--- config.mk ---
export PLATFORM = sky130hd
export DESIGN_NAME = priv_block
export DESIGN_NICKNAME = d
export VERILOG_FILES = /design/src/common/rv32i_types_pkg.sv /design/src/common/machine_mode_types_pkg.sv /design/src/priv/priv_csr_rfile.sv /design/src/priv/priv_trap_control.sv /design/src/priv/priv_block.sv
export SDC_FILE = /design/constraint.sdc
export NUM_CORES = 1
export LEC_CHECK = 0
export BUFFER_PORTS_ARGS = -buffer_cell sky130_fd_sc_hd__buf_2
export CORE_MARGIN = 2
export CORE_UTILIZATION = 53
export CTS_CLUSTER_SIZE = 30
export DETAILED_ROUTE_END_ITERATION = 16
export PLACE_DENSITY = 0.77
export SLEW_MARGIN = 25
export SYNTH_ARGS = -nofsm -noshare
export SYNTH_HDL_FRONTEND = slang
export SYNTH_SLANG_ARGS = --single-unit
export TNS_END_PERCENT = 10
--- constraint.sdc ---
create_clock -name CLK -period 2.7 [get_ports CLK]
set_input_delay 0.54 -clock CLK [delete_from_list [all_inputs] [get_ports CLK]]
set_output_delay 0.54 -clock CLK [all_outputs]
set_load 0.005 [all_outputs]
--- src/common/rv32i_types_pkg.sv ---
// Base RV32I types for the data word, double word, instruction address and CSR address
package rv32i_types_pkg;

  // Machine word width of the RV32 core
  localparam int WORD_W = 32;

  // Width of a CSR address field in the SYSTEM instructions
  localparam int CSR_ADDR_W = 12;

  // Plain data word that also holds CSR contents
  typedef logic [WORD_W-1:0] word_t;

  // Double word for the 64-bit counters
  typedef logic [2*WORD_W-1:0] dword_t;

  // Instruction address as seen by the fetch stage
  typedef word_t addr_t;

  // CSR address carried by CSRRW, CSRRS and CSRRC
  typedef logic [CSR_ADDR_W-1:0] csr_addr_t;

endpackage

--- src/common/machine_mode_types_pkg.sv ---
// Machine-mode CSR addresses, register layouts, cause codes and MISA encodings
package machine_mode_types_pkg;
  import rv32i_types_pkg::*;

  // Machine information registers
  localparam csr_addr_t MVENDORID_ADDR = 12'hF11;
  localparam csr_addr_t MARCHID_ADDR   = 12'hF12;
  localparam csr_addr_t MIMPID_ADDR    = 12'hF13;
  localparam csr_addr_t MHARTID_ADDR   = 12'hF14;

  // Machine trap setup
  localparam csr_addr_t MSTATUS_ADDR   = 12'h300;
  localparam csr_addr_t MISA_ADDR      = 12'h301;
  localparam csr_addr_t MEDELEG_ADDR   = 12'h302;
  localparam csr_addr_t MIDELEG_ADDR   = 12'h303;
  localparam csr_addr_t MIE_ADDR       = 12'h304;
  localparam csr_addr_t MTVEC_ADDR     = 12'h305;

  // Machine trap handling
  localparam csr_addr_t MSCRATCH_ADDR  = 12'h340;
  localparam csr_addr_t MEPC_ADDR      = 12'h341;
  localparam csr_addr_t MCAUSE_ADDR    = 12'h342;
  localparam csr_addr_t MTVAL_ADDR     = 12'h343;
  localparam csr_addr_t MIP_ADDR       = 12'h344;

  // Machine counters as low and high halves
  localparam csr_addr_t MCYCLE_ADDR    = 12'hB00;
  localparam csr_addr_t MINSTRET_ADDR  = 12'hB02;
  localparam csr_addr_t MCYCLEH_ADDR   = 12'hB80;
  localparam csr_addr_t MINSTRETH_ADDR = 12'hB82;

  // Machine-mode privilege level encoding
  localparam logic [1:0] M_LEVEL = 2'b11;

  // mstatus with only the machine fields named
  typedef struct packed {
    logic [18:0] reserved_hi;
    logic [1:0]  mpp;
    logic [2:0]  reserved_mid;
    logic        mpie;
    logic [2:0]  reserved_lo;
    logic        mie;
    logic [2:0]  reserved_0;
  } mstatus_t;

  // Interrupt enables with the machine bits at 11, 7 and 3
  typedef struct packed {
    logic [19:0] reserved_3;
    logic        meie;
    logic [2:0]  reserved_2;
    logic        mtie;
    logic [2:0]  reserved_1;
    logic        msie;
    logic [2:0]  reserved_0;
  } mie_t;

  // Interrupt pending in the same layout as mie
  typedef struct packed {
    logic [19:0] reserved_3;
    logic        meip;
    logic [2:0]  reserved_2;
    logic        mtip;
    logic [2:0]  reserved_1;
    logic        msip;
    logic [2:0]  reserved_0;
  } mip_t;

  typedef struct packed {
    logic [29:0] base;
    logic [1:0]  mode;
  } mtvec_t;

  typedef struct packed {
    logic        interrupt;
    logic [30:0] cause;
  } mcause_t;

  typedef struct packed {
    logic [1:0]  base;
    logic [3:0]  zero;
    logic [25:0] extensions;
  } misa_t;

  // Synchronous exception codes
  typedef enum logic [3:0] {
    EX_INSN_MISALIGNED = 4'd0,
    EX_ILLEGAL_INSN    = 4'd2,
    EX_BREAKPOINT      = 4'd3,
    EX_LOAD_FAULT      = 4'd5,
    EX_STORE_FAULT     = 4'd7,
    EX_ECALL_M         = 4'd11
  } ex_cause_t;

  // Machine interrupt codes
  typedef enum logic [3:0] {
    SOFT_INT_M  = 4'd3,
    TIMER_INT_M = 4'd7,
    EXT_INT_M   = 4'd11
  } int_cause_t;

  // MISA base and extension letters
  localparam logic [1:0]  BASE_RV32  = 2'b01;
  localparam logic [25:0] MISA_EXT_E = 26'h000_0010;
  localparam logic [25:0] MISA_EXT_I = 26'h000_0100;
  localparam misa_t MISA_RESET = '{base: BASE_RV32, zero: 4'b0000, extensions: MISA_EXT_I};

endpackage

--- src/priv/priv_csr_rfile.sv ---
// Machine-mode CSR register file with read decode, swap/set/clear update and counters
`timescale 1ns/1ps

module priv_csr_rfile
  import rv32i_types_pkg::*;
  import machine_mode_types_pkg::*;
#(
  parameter word_t HART_ID = 32'd0
) (
  input  logic      CLK,
  input  logic      nRST,
  input  csr_addr_t addr,
  input  word_t     wdata,
  input  logic      swap,
  input  logic      clr,
  input  logic      set,
  input  logic      valid_write,
  input  logic      instr_retired,
  input  logic      mstatus_rup,
  input  mstatus_t  mstatus_next,
  input  logic      mepc_rup,
  input  word_t     mepc_next,
  input  logic      mcause_rup,
  input  mcause_t   mcause_next,
  input  logic      mtval_rup,
  input  word_t     mtval_next,
  input  mip_t      mip_next,
  output word_t     rdata,
  output logic      invalid_csr,
  output mstatus_t  mstatus,
  output mie_t      mie,
  output mip_t      mip,
  output mtvec_t    mtvec,
  output word_t     mepc
);

  // Only the machine bits of mstatus, mie and mip are stored
  logic     st_mie;
  logic     st_mpie;
  logic     ie_meie;
  logic     ie_mtie;
  logic     ie_msie;
  logic     ip_meip;
  logic     ip_mtip;
  logic     ip_msip;
  misa_t    misa;
  word_t    mscratch;
  mcause_t  mcause;
  word_t    mtval;
  dword_t   cycle_cnt;
  dword_t   instret_cnt;

  logic     csr_op;
  logic     valid_addr;
  logic     wr_en;
  word_t    rup_data;
  mstatus_t rup_status;
  mie_t     rup_ie;
  misa_t    rup_misa;
  logic     misa_legal;

  // Rebuild the architectural views from the stored bits
  always_comb begin
    mstatus      = '0;
    mstatus.mpp  = M_LEVEL;
    mstatus.mpie = st_mpie;
    mstatus.mie  = st_mie;
    mie          = '0;
    mie.meie     = ie_meie;
    mie.mtie     = ie_mtie;
    mie.msie     = ie_msie;
    mip          = '0;
    mip.meip     = ip_meip;
    mip.mtip     = ip_mtip;
    mip.msip     = ip_msip;
  end

  assign csr_op      = swap | clr | set;
  assign invalid_csr = csr_op & ~valid_addr;
  // Unknown addresses never write
  assign wr_en       = csr_op & valid_addr & valid_write;

  assign rup_data = swap ? wdata :
                    clr  ? (rdata & ~wdata) :
                    set  ? (rdata | wdata) :
                    rdata;

  assign rup_status = mstatus_t'(rup_data);
  assign rup_ie     = mie_t'(rup_data);
  assign rup_misa   = misa_t'(rup_data);

  // Legal only with a base, a clear zero field and exactly one of I and E
  assign misa_legal = (rup_misa.base != 2'b00) && (rup_misa.zero == 4'b0000) &&
                      ((|(rup_misa.extensions & MISA_EXT_I)) ^
                       (|(rup_misa.extensions & MISA_EXT_E)));

  // Trap setup and handling registers where hardware updates come first
  always_ff @(posedge CLK, negedge nRST) begin
    if (!nRST) begin
      st_mie   <= 1'b0;
      st_mpie  <= 1'b0;
      ie_meie  <= 1'b0;
      ie_mtie  <= 1'b0;
      ie_msie  <= 1'b0;
      misa     <= MISA_RESET;
      mtvec    <= '0;
      mscratch <= '0;
      mepc     <= '0;
      mcause   <= '0;
      mtval    <= '0;
    end else begin
      if (mstatus_rup) begin
        st_mie  <= mstatus_next.mie;
        st_mpie <= mstatus_next.mpie;
      end else if (wr_en && (addr == MSTATUS_ADDR)) begin
        st_mie  <= rup_status.mie;
        st_mpie <= rup_status.mpie;
      end
      if (wr_en && (addr == MIE_ADDR)) begin
        ie_meie <= rup_ie.meie;
        ie_mtie <= rup_ie.mtie;
        ie_msie <= rup_ie.msie;
      end
      if (wr_en && (addr == MISA_ADDR) && misa_legal) begin
        misa <= rup_misa;
      end
      if (wr_en && (addr == MTVEC_ADDR)) begin
        mtvec <= mtvec_t'(rup_data);
      end
      if (wr_en && (addr == MSCRATCH_ADDR)) begin
        mscratch <= rup_data;
      end
      if (mepc_rup) begin
        mepc <= mepc_next;
      end else if (wr_en && (addr == MEPC_ADDR)) begin
        mepc <= rup_data;
      end
      if (mcause_rup) begin
        mcause <= mcause_next;
      end else if (wr_en && (addr == MCAUSE_ADDR)) begin
        mcause <= mcause_t'(rup_data);
      end
      if (mtval_rup) begin
        mtval <= mtval_next;
      end else if (wr_en && (addr == MTVAL_ADDR)) begin
        mtval <= rup_data;
      end
    end
  end

  // Interrupt lines sampled every cycle and the free-running counters
  always_ff @(posedge CLK, negedge nRST) begin
    if (!nRST) begin
      ip_meip     <= 1'b0;
      ip_mtip     <= 1'b0;
      ip_msip     <= 1'b0;
      cycle_cnt   <= '0;
      instret_cnt <= '0;
    end else begin
      ip_meip     <= mip_next.meip;
      ip_mtip     <= mip_next.mtip;
      ip_msip     <= mip_next.msip;
      cycle_cnt   <= cycle_cnt + 64'd1;
      instret_cnt <= instret_cnt + dword_t'(instr_retired);
    end
  end

  // Read mux and address check
  always_comb begin
    valid_addr = 1'b1;
    case (addr)
      MVENDORID_ADDR, MARCHID_ADDR, MIMPID_ADDR: rdata = '0;
      MHARTID_ADDR:   rdata = HART_ID;
      MISA_ADDR:      rdata = word_t'(misa);
      MSTATUS_ADDR:   rdata = word_t'(mstatus);
      MEDELEG_ADDR, MIDELEG_ADDR: rdata = '0;
      MIE_ADDR:       rdata = word_t'(mie);
      MTVEC_ADDR:     rdata = word_t'(mtvec);
      MSCRATCH_ADDR:  rdata = mscratch;
      MEPC_ADDR:      rdata = mepc;
      MCAUSE_ADDR:    rdata = word_t'(mcause);
      MTVAL_ADDR:     rdata = mtval;
      MIP_ADDR:       rdata = word_t'(mip);
      MCYCLE_ADDR:    rdata = cycle_cnt[31:0];
      MCYCLEH_ADDR:   rdata = cycle_cnt[63:32];
      MINSTRET_ADDR:  rdata = instret_cnt[31:0];
      MINSTRETH_ADDR: rdata = instret_cnt[63:32];
      default: begin
        valid_addr = 1'b0;
        rdata      = '0;
      end
    endcase
  end

endmodule

--- src/priv/priv_trap_control.sv ---
// Machine trap controller with pending interrupts, priority, cause, mstatus stack and redirect
`timescale 1ns/1ps

module priv_trap_control
  import rv32i_types_pkg::*;
  import machine_mode_types_pkg::*;
(
  input  mstatus_t  mstatus,
  input  mie_t      mie,
  input  mip_t      mip,
  input  mtvec_t    mtvec,
  input  word_t     mepc,
  input  logic      exception,
  input  ex_cause_t ex_cause,
  input  addr_t     ex_pc,
  input  word_t     ex_tval,
  input  addr_t     current_pc,
  input  logic      mret,
  input  logic      ext_int,
  input  logic      timer_int,
  input  logic      soft_int,
  output logic      trap_taken,
  output logic      mret_taken,
  output addr_t     insert_pc,
  output logic      mstatus_rup,
  output mstatus_t  mstatus_next,
  output logic      mepc_rup,
  output word_t     mepc_next,
  output logic      mcause_rup,
  output mcause_t   mcause_next,
  output logic      mtval_rup,
  output word_t     mtval_next,
  output mip_t      mip_next
);

  // Ordered as external, timer and software
  logic [2:0] int_ready;
  logic       int_taken;
  addr_t      trap_vector;

  // Raw lines go straight into mip and act one cycle later
  always_comb begin
    mip_next      = '0;
    mip_next.meip = ext_int;
    mip_next.mtip = timer_int;
    mip_next.msip = soft_int;
  end

  // Pending and enabled interrupts gated by the global enable
  assign int_ready = {mip.meip & mie.meie, mip.mtip & mie.mtie, mip.msip & mie.msie} &
                     {3{mstatus.mie}};
  assign int_taken  = |int_ready;

  assign trap_taken = exception | int_taken;
  // A trap in the same cycle overrides the return
  assign mret_taken = mret & ~trap_taken;

  // Exception first and then external, timer and software
  always_comb begin
    mcause_next = '0;
    if (exception) begin
      mcause_next.interrupt = 1'b0;
      mcause_next.cause     = 31'(ex_cause);
    end else if (int_ready[2]) begin
      mcause_next.interrupt = 1'b1;
      mcause_next.cause     = 31'(EXT_INT_M);
    end else if (int_ready[1]) begin
      mcause_next.interrupt = 1'b1;
      mcause_next.cause     = 31'(TIMER_INT_M);
    end else if (int_ready[0]) begin
      mcause_next.interrupt = 1'b1;
      mcause_next.cause     = 31'(SOFT_INT_M);
    end
  end

  assign mcause_rup = trap_taken;

  // Faulting pc for exceptions and interrupted pc otherwise
  assign mepc_rup   = trap_taken;
  assign mepc_next  = exception ? ex_pc : current_pc;

  assign mtval_rup  = trap_taken;
  assign mtval_next = exception ? ex_tval : '0;

  // Push the interrupt-enable stack on a trap and pop it on mret
  always_comb begin
    mstatus_next = mstatus;
    if (trap_taken) begin
      mstatus_next.mpie = mstatus.mie;
      mstatus_next.mie  = 1'b0;
    end else if (mret) begin
      mstatus_next.mie  = mstatus.mpie;
      mstatus_next.mpie = 1'b1;
    end
  end

  assign mstatus_rup = trap_taken | mret;

  // In direct mode every trap enters at the base
  assign trap_vector = {mtvec.base, 2'b00};

  assign insert_pc = trap_taken ? trap_vector :
                     mret_taken ? mepc :
                     '0;

endmodule

--- src/priv/priv_block.sv ---
// Machine-mode privilege unit top with the CSR register file and the trap controller
`timescale 1ns/1ps

module priv_block
  import rv32i_types_pkg::*;
  import machine_mode_types_pkg::*;
#(
  parameter word_t HART_ID = 32'd0
) (
  input  logic      CLK,
  input  logic      nRST,
  input  csr_addr_t addr,
  input  word_t     wdata,
  input  logic      swap,
  input  logic      clr,
  input  logic      set,
  input  logic      valid_write,
  input  logic      instr_retired,
  input  logic      exception,
  input  ex_cause_t ex_cause,
  input  addr_t     ex_pc,
  input  word_t     ex_tval,
  input  addr_t     current_pc,
  input  logic      mret,
  input  logic      ext_int,
  input  logic      timer_int,
  input  logic      soft_int,
  output word_t     rdata,
  output logic      invalid_csr,
  output logic      trap_taken,
  output logic      mret_taken,
  output addr_t     insert_pc
);

  // Register state seen by the trap controller
  mstatus_t mstatus;
  mie_t     mie;
  mip_t     mip;
  mtvec_t   mtvec;
  word_t    mepc;

  // Hardware updates back into the register file
  logic     mstatus_rup;
  mstatus_t mstatus_next;
  logic     mepc_rup;
  word_t    mepc_next;
  logic     mcause_rup;
  mcause_t  mcause_next;
  logic     mtval_rup;
  word_t    mtval_next;
  mip_t     mip_next;

  priv_csr_rfile #(
    .HART_ID(HART_ID)
  ) csr_rfile_i (
    .CLK          (CLK),
    .nRST         (nRST),
    .addr         (addr),
    .wdata        (wdata),
    .swap         (swap),
    .clr          (clr),
    .set          (set),
    .valid_write  (valid_write),
    .instr_retired(instr_retired),
    .mstatus_rup  (mstatus_rup),
    .mstatus_next (mstatus_next),
    .mepc_rup     (mepc_rup),
    .mepc_next    (mepc_next),
    .mcause_rup   (mcause_rup),
    .mcause_next  (mcause_next),
    .mtval_rup    (mtval_rup),
    .mtval_next   (mtval_next),
    .mip_next     (mip_next),
    .rdata        (rdata),
    .invalid_csr  (invalid_csr),
    .mstatus      (mstatus),
    .mie          (mie),
    .mip          (mip),
    .mtvec        (mtvec),
    .mepc         (mepc)
  );

  priv_trap_control trap_control_i (
    .mstatus     (mstatus),
    .mie         (mie),
    .mip         (mip),
    .mtvec       (mtvec),
    .mepc        (mepc),
    .exception   (exception),
    .ex_cause    (ex_cause),
    .ex_pc       (ex_pc),
    .ex_tval     (ex_tval),
    .current_pc  (current_pc),
    .mret        (mret),
    .ext_int     (ext_int),
    .timer_int   (timer_int),
    .soft_int    (soft_int),
    .trap_taken  (trap_taken),
    .mret_taken  (mret_taken),
    .insert_pc   (insert_pc),
    .mstatus_rup (mstatus_rup),
    .mstatus_next(mstatus_next),
    .mepc_rup    (mepc_rup),
    .mepc_next   (mepc_next),
    .mcause_rup  (mcause_rup),
    .mcause_next (mcause_next),
    .mtval_rup   (mtval_rup),
    .mtval_next  (mtval_next),
    .mip_next    (mip_next)
  );

endmodule

## After elaboration in Yosys (flattened, before gate mapping)

Cells that the tools add are included.

| word-level totals | value |
|---|---|
| bits in read-only memories | 0 |
| output and inout bits | 67 |
| bits in writable memories | 0 |
| register bits after elaboration | 328 |
| word-level logic and storage cells | 107 |
| memories | 0 |
| bits in latches | 0 |

| operators by class | value |
|---|---|
| $lt $le $gt $ge | 0 |
| add/sub/neg operators | 2 |
| multipliers | 0 |
| eq/ne operators | 20 |
| divide/modulo/power cells | 0 |
| muxes and demuxes | 27 |
| bitwise operators | 18 |
| reductions and logical operators | 20 |
| shift operators | 0 |

Operators with widths:

| operator | number |
|---|---|
| 32-bit two-way mux | 17 |
| 32-bit one-hot mux with 13 select lines | 1 |
| 12-bit by 10-bit equality test with 1-bit output (second input constant) | 11 |
| 12-bit equality test (second input constant) | 8 |
| 64-bit by 1-bit adder with 64-bit output | 1 |
| 64-bit by 1-bit adder with 64-bit output (second input constant) | 1 |
| 32-bit bitwise AND | 1 |
| 32-bit inverter | 1 |
| 32-bit bitwise OR | 1 |
| 19-bit OR reduction | 1 |
| 1-bit logical AND | 11 |
| 2-bit nonzero test | 5 |
| 1-bit two-way mux | 9 |
| 1-bit bitwise AND | 7 |
| 4-bit zero test | 1 |
| 1-bit bitwise OR | 4 |
| 3-bit bitwise AND | 1 |
| 3-bit by 2-bit != test with 1-bit output (second input constant) | 1 |
| 3-bit OR reduction | 1 |
| 1-bit inverter | 2 |
| 2-bit AND reduction | 1 |
| 1-bit bitwise XOR | 1 |

## Depth between registers and ports, before layout

| logic depth | value |
|---|---|
| depth in word-level cells | 10 |
| mapped depth | 13 |
| gate-level depth less buffers | 9 |

## Hierarchy

A second synthesis with hierarchy kept.

| second synthesis, totals | value |
|---|---|
| cells, all modules | 2120 |
| area total of the unflattened synthesis | 20043.0 um^2 |

Modules (own cells, without submodules):

| module | seq. area each (um^2) | cells each | area each (um^2) | instances |
|---|---|---|---|---|
| priv_csr_rfile | 8210.4 | 1835 | 18038.6 | 1 |
| priv_trap_control | 0.0 | 285 | 2004.4 | 1 |

## Least setup slack after synthesis

Ideal clock, no wire load.

| timing path | value |
|---|---|
| path type | input to register |
| from | input port addr[7] |
| to | register csr_rfile_i.misa[20] (netlist bit) |
| cell stages on the path | 11 |
| arrival time | 3.184 ns |
| setup slack | -0.612 ns |
| path buffers | 4 |
| cells stage by stage | buf_6 > clkbuf_1 > mux2i_1 > o22ai_1 > a22o_1 > a221oi_1 > o2111ai_2 > nor2_2 > buf_6 > buf_12 > mux2_1 |

| between the ends | value |
|---|---|
| word-level cells in the longest chain between the ends | 10 |
| elaborated cells between the ends (all ways) | 36 |
| classes of those cells | 19 x eq/ne; 5 x mux; 5 x bitwise; 7 x reduce/logical |

Ends and longest elaborated chain:

| item | RTL line | text |
|---|---|---|
| from (decl) | priv_block.sv:12 | `input csr_addr_t addr,` |
| 12-bit equality test or 12-bit by 10-bit equality test with 1-bit output (tied branches) | priv_csr_rfile.sv:171 | `case (addr)` |
| 32-bit one-hot mux with 13 select lines (*) | priv_csr_rfile.sv:171 |  |
| net rdata[28] | priv_block.sv:28 | `output word_t rdata,` |
| 32-bit bitwise OR | priv_csr_rfile.sv:85 | `set ? (rdata \| wdata) :` |
| 32-bit two-way mux | priv_csr_rfile.sv:85 |  |
| 32-bit two-way mux (*) | priv_csr_rfile.sv:84 | `clr ? (rdata & ~wdata) :` |
| 32-bit two-way mux (*) | priv_csr_rfile.sv:83 | `assign rup_data = swap ? wdata :` |
| 4-bit zero test (*) | priv_csr_rfile.sv:93 | `assign misa_legal = (rup_misa.base != 2'b00) && (rup_misa.zero == 4'b0000) &&` |
| 1-bit logical AND (*) (2 in a row) | priv_csr_rfile.sv:93 |  |
| 1-bit logical AND (*) | priv_csr_rfile.sv:124 | `if (wr_en && (addr == MISA_ADDR) && misa_legal) begin` |
| to (signal assigned) | priv_csr_rfile.sv:125 | `misa <= rup_misa;` |
| to (decl) | priv_csr_rfile.sv:46 | `misa_t misa;` |

The timed path passes the listed nets; every way through them passes the cells marked *.
A chain may end at the register's enable or synchronous reset.

## Worst setup path in the final report

| timing path | value |
|---|---|
| from | input port addr[1] |
| to | output port rdata[22] |

| between the ends | value |
|---|---|
| word-level cells in the longest chain between the ends | 2 |
| elaborated cells between the ends (all ways) | 14 |
| classes of those cells | 13 x eq/ne; 1 x mux |

Ends and longest elaborated chain:

| item | RTL line |
|---|---|
| 12-bit equality test or 12-bit by 10-bit equality test with 1-bit output (tied branches) | priv_csr_rfile.sv:171 |
| 32-bit one-hot mux with 13 select lines (*) | priv_csr_rfile.sv:171 |
| to (decl) | priv_block.sv:28 |

Mark *: on every way between the ends. The rest lies on a longest branch, timed or not.

==> metrics.yaml <==
outcome: "finished, violations left"
violations: "setup timing"
ios: 223
ctsHoldBuffers: 0
wl_per_cell_um: 26.5
peakVddDrop_mv: 0.475
setup.worst_path.start_class: "input pin"
p_total_mw: 12.1
hold_violations: 0
yosys_warnings: 0
area_delta_synth_final_pct: 37.7
final_common_cell: "dfrtp_1"
critPathMaxStageDelay_ns: 0.57
rsz0062_at_grt: "true"
cp_data_arrival_time_ns: 2.53
fin_util: 0.736
dr.pass1.iters: 9
dp_hpwl_um: 55400
finalNetCount: 2519
grt_pass1_vias: 17700
synth_edf_count: 0
min_path_type: "input pin to async pin"
layout_common_cells: "dfrtp_1 (325), buf_4 (280), nand2_1 (262)"
cpMostUsedCell: "buf_4"
root_buffer: "clkbuf_16"
dp_slack_ns: -1.11
crit_chain: "buf_12 > buf_8 > buf_4 > buf_4 > nand2_4 > nor4_4 > buf_4 > buf_8 > a222oi_1 > nand4_1 > buf_6 > buf_6"
crit_start: "addr[1]"
clk_pin_slew_ns: 0.06
avgViaCountPerCell: 6.53
cts_sinks: 328
rr_startpoint: "csr_rfile_i.instret_cnt[25]"
powerDensity_nw_per_um2: 495
initial_utilization: 0.535
cts_buffer_depth: 3
critPathKind: "input pin to output pin"
topRoutingLayerUsed: "met4"
critPathRequiredTime_ns: 2.16
met3_length_um: 8730
r2r_setup_slack_ns: -0.03
grt_use_total: 0.420
fp.dieH_um: 187
cts_buffers: 37
leakagePower_nw: 11.7
regToRegEndpoint: "csr_rfile_i.instret_cnt[63]"
ys.flop_type: "dfrtp_1"
max_freq_mhz: 326
synth_area_um2: 17800
layout.cells.non_filler: 2835
critPathSlowestCell: "a222oi_1"
drive_gt1_frac: 0.363
placed_cell_area_um2: 21700
worst_slew_pin_slew_ns: 0.736
die_w_um: 187
gp_congestion: 1.05
grt_pass1_wl_um: 110000
dpl.cell_count: 2709
syn_inst: 1863
synthDistinctLibCells: 86
synth-seq-cells: 328
grt_max_degree: 85
setup_viol: 107
fill_cells: 2403
routed_wl_um: 75200
grt_overflow: 0
critical_path.endpoint_type: "output pin"
fin_crit_sh: 1.14
drv_cap: 0
cts_tree: "done"
fp.coreArea_um2: 33300
fin_ws_ns: -0.369
cts.htree.levels: 2
wl_met1_um: 29100
antenna_found_initial: 2
finalCriticalPeriod_ns: 3.07
async_reset_ff_frac: 1.00
worstSkewPairLatency_ns: 0.54
drt_first_iter_violations: 2320
die_area_um2: 35100
wl_met2_um: 33100
reg2reg_depth: 9
drcViolationCount: 0
antenna_left: 0
finalInstanceArea_um2: 24500
seq_area_frac_synth: 0.461
drv_slew: 0
fin_setup_tns_ns: -10.86
port_buffers: 222
finClkSkew_ns: 0.0156
relSlewSlack: 0.509
holdWs_ns: 0.0348
synth.avg_cell_area_um2: 9.55
syn_nets: 2022
rows: 67
path_max_fanout: 7
vias: 18500
per-layer routing:
metal,GRT usage,vias up
met4,0.192,0
met2,0.632,1332
li1,-,7837
met5,0,-
met1,0.581,9089
met3,0.0961,256
what timing repair did:
action | in CTS | in global routing
setup buffers | 33 | 35
gates resized for setup | 143 | 101
endpoints found under the setup margin | 151 | 160
gates cloned | 1 | 2
pin swaps | 53 | 38
how the worst max path moves through the flow:
stage | slack (ns) | to | depth (start not counted)
final | -0.37 | rdata[22] | 12
after global routing | -0.38 | rdata[22] | 12
after CTS | -0.27 | rdata[22] | 10
after detailed placement | -1.11 | csr_rfile_i.mepc[22] | 10
after global placement | -1.08 | csr_rfile_i.mepc[22] | 10
after floorplan | -0.43 | csr_rfile_i.misa[20] | 11
final cells by class:
class / count / area [um2] / area share
diodes: 2 / 5.00 / 0.000204
clock buffers: 51 / 1100 / 0.0449
clock inverters: 13 / 173 / 0.00705
inverters: 16 / 60.1 / 0.00245
multi-input cells: 1388 / 9680 / 0.395
flip-flops and latches: 328 / 8210 / 0.335
well taps: 448 / 561 / 0.0229
repair buffers: 589 / 4710 / 0.192
where the power goes:
group | internal, mW | total (mW) | leakage [nW] | switching, mW
registers | 5.08 | 5.28 | 4.37 | 0.205
logic | 0.672 | 1.55 | 6.66 | 0.874
clock network | 3.23 | 5.30 | 0.635 | 2.07
total | 8.98 | 12.1 | 11.7 | 3.15
critical path, delay by kind of cell:
kind | cells | cell delay [ns]
buffers and inverters | 8 | 1.10
AND/OR/NAND/NOR | 3 | 0.31
AO/OA/AOI/OAI | 1 | 0.57
state kept, by name, indices dropped and copies added, names as in the netlist, 32 cells and up:
signal                   cells
csr_rfile_i.mcause          32
csr_rfile_i.mepc            32
csr_rfile_i.misa            32
csr_rfile_i.mtvec           32
csr_rfile_i.mtval           32
csr_rfile_i.cycle_cnt       64
csr_rfile_i.instret_cnt     64
csr_rfile_i.mscratch        32
synth_stat cells (15+ instances only):
cell | number | area share
a21oi_1 | 124 | 0.035
a222oi_1 | 27 | 0.015
a22o_1 | 15 | 0.0074
a22oi_1 | 88 | 0.037
and3_1 | 48 | 0.017
and4_1 | 18 | 0.0089
buf_2 | 15 | 0.0042
clkbuf_1 | 100 | 0.021
dfrtp_1 | 326 | 0.46
inv_1 | 16 | 0.0034
mux2_2 | 76 | 0.048
mux2i_1 | 25 | 0.014
nand2_1 | 270 | 0.057
nand3_1 | 117 | 0.033
nand4_1 | 39 | 0.014
nor2_1 | 100 | 0.021
nor3_1 | 29 | 0.0082
o21ai_0 | 74 | 0.021
xnor2_1 | 96 | 0.047
xor2_1 | 28 | 0.014
kinds of logic (layout without fill, tap and decap cells):
kind of cell / after synthesis / in the layout / share of synthesized area
other: 0 / 2 / 0
and+or+nand+nor: 697 / 697 / 0.193
AOI/OAI and AO/OA: 451 / 451 / 0.173
xor gates and xnor gates: 125 / 125 / 0.0619
adders and majority gates: 3 / 3 / 0.00211
buffers and inverters: 147 / 669 / 0.0352
muxes: 112 / 112 / 0.0735
DFF: 328 / 328 / 0.461
Power figures use the tool's default switching activity.
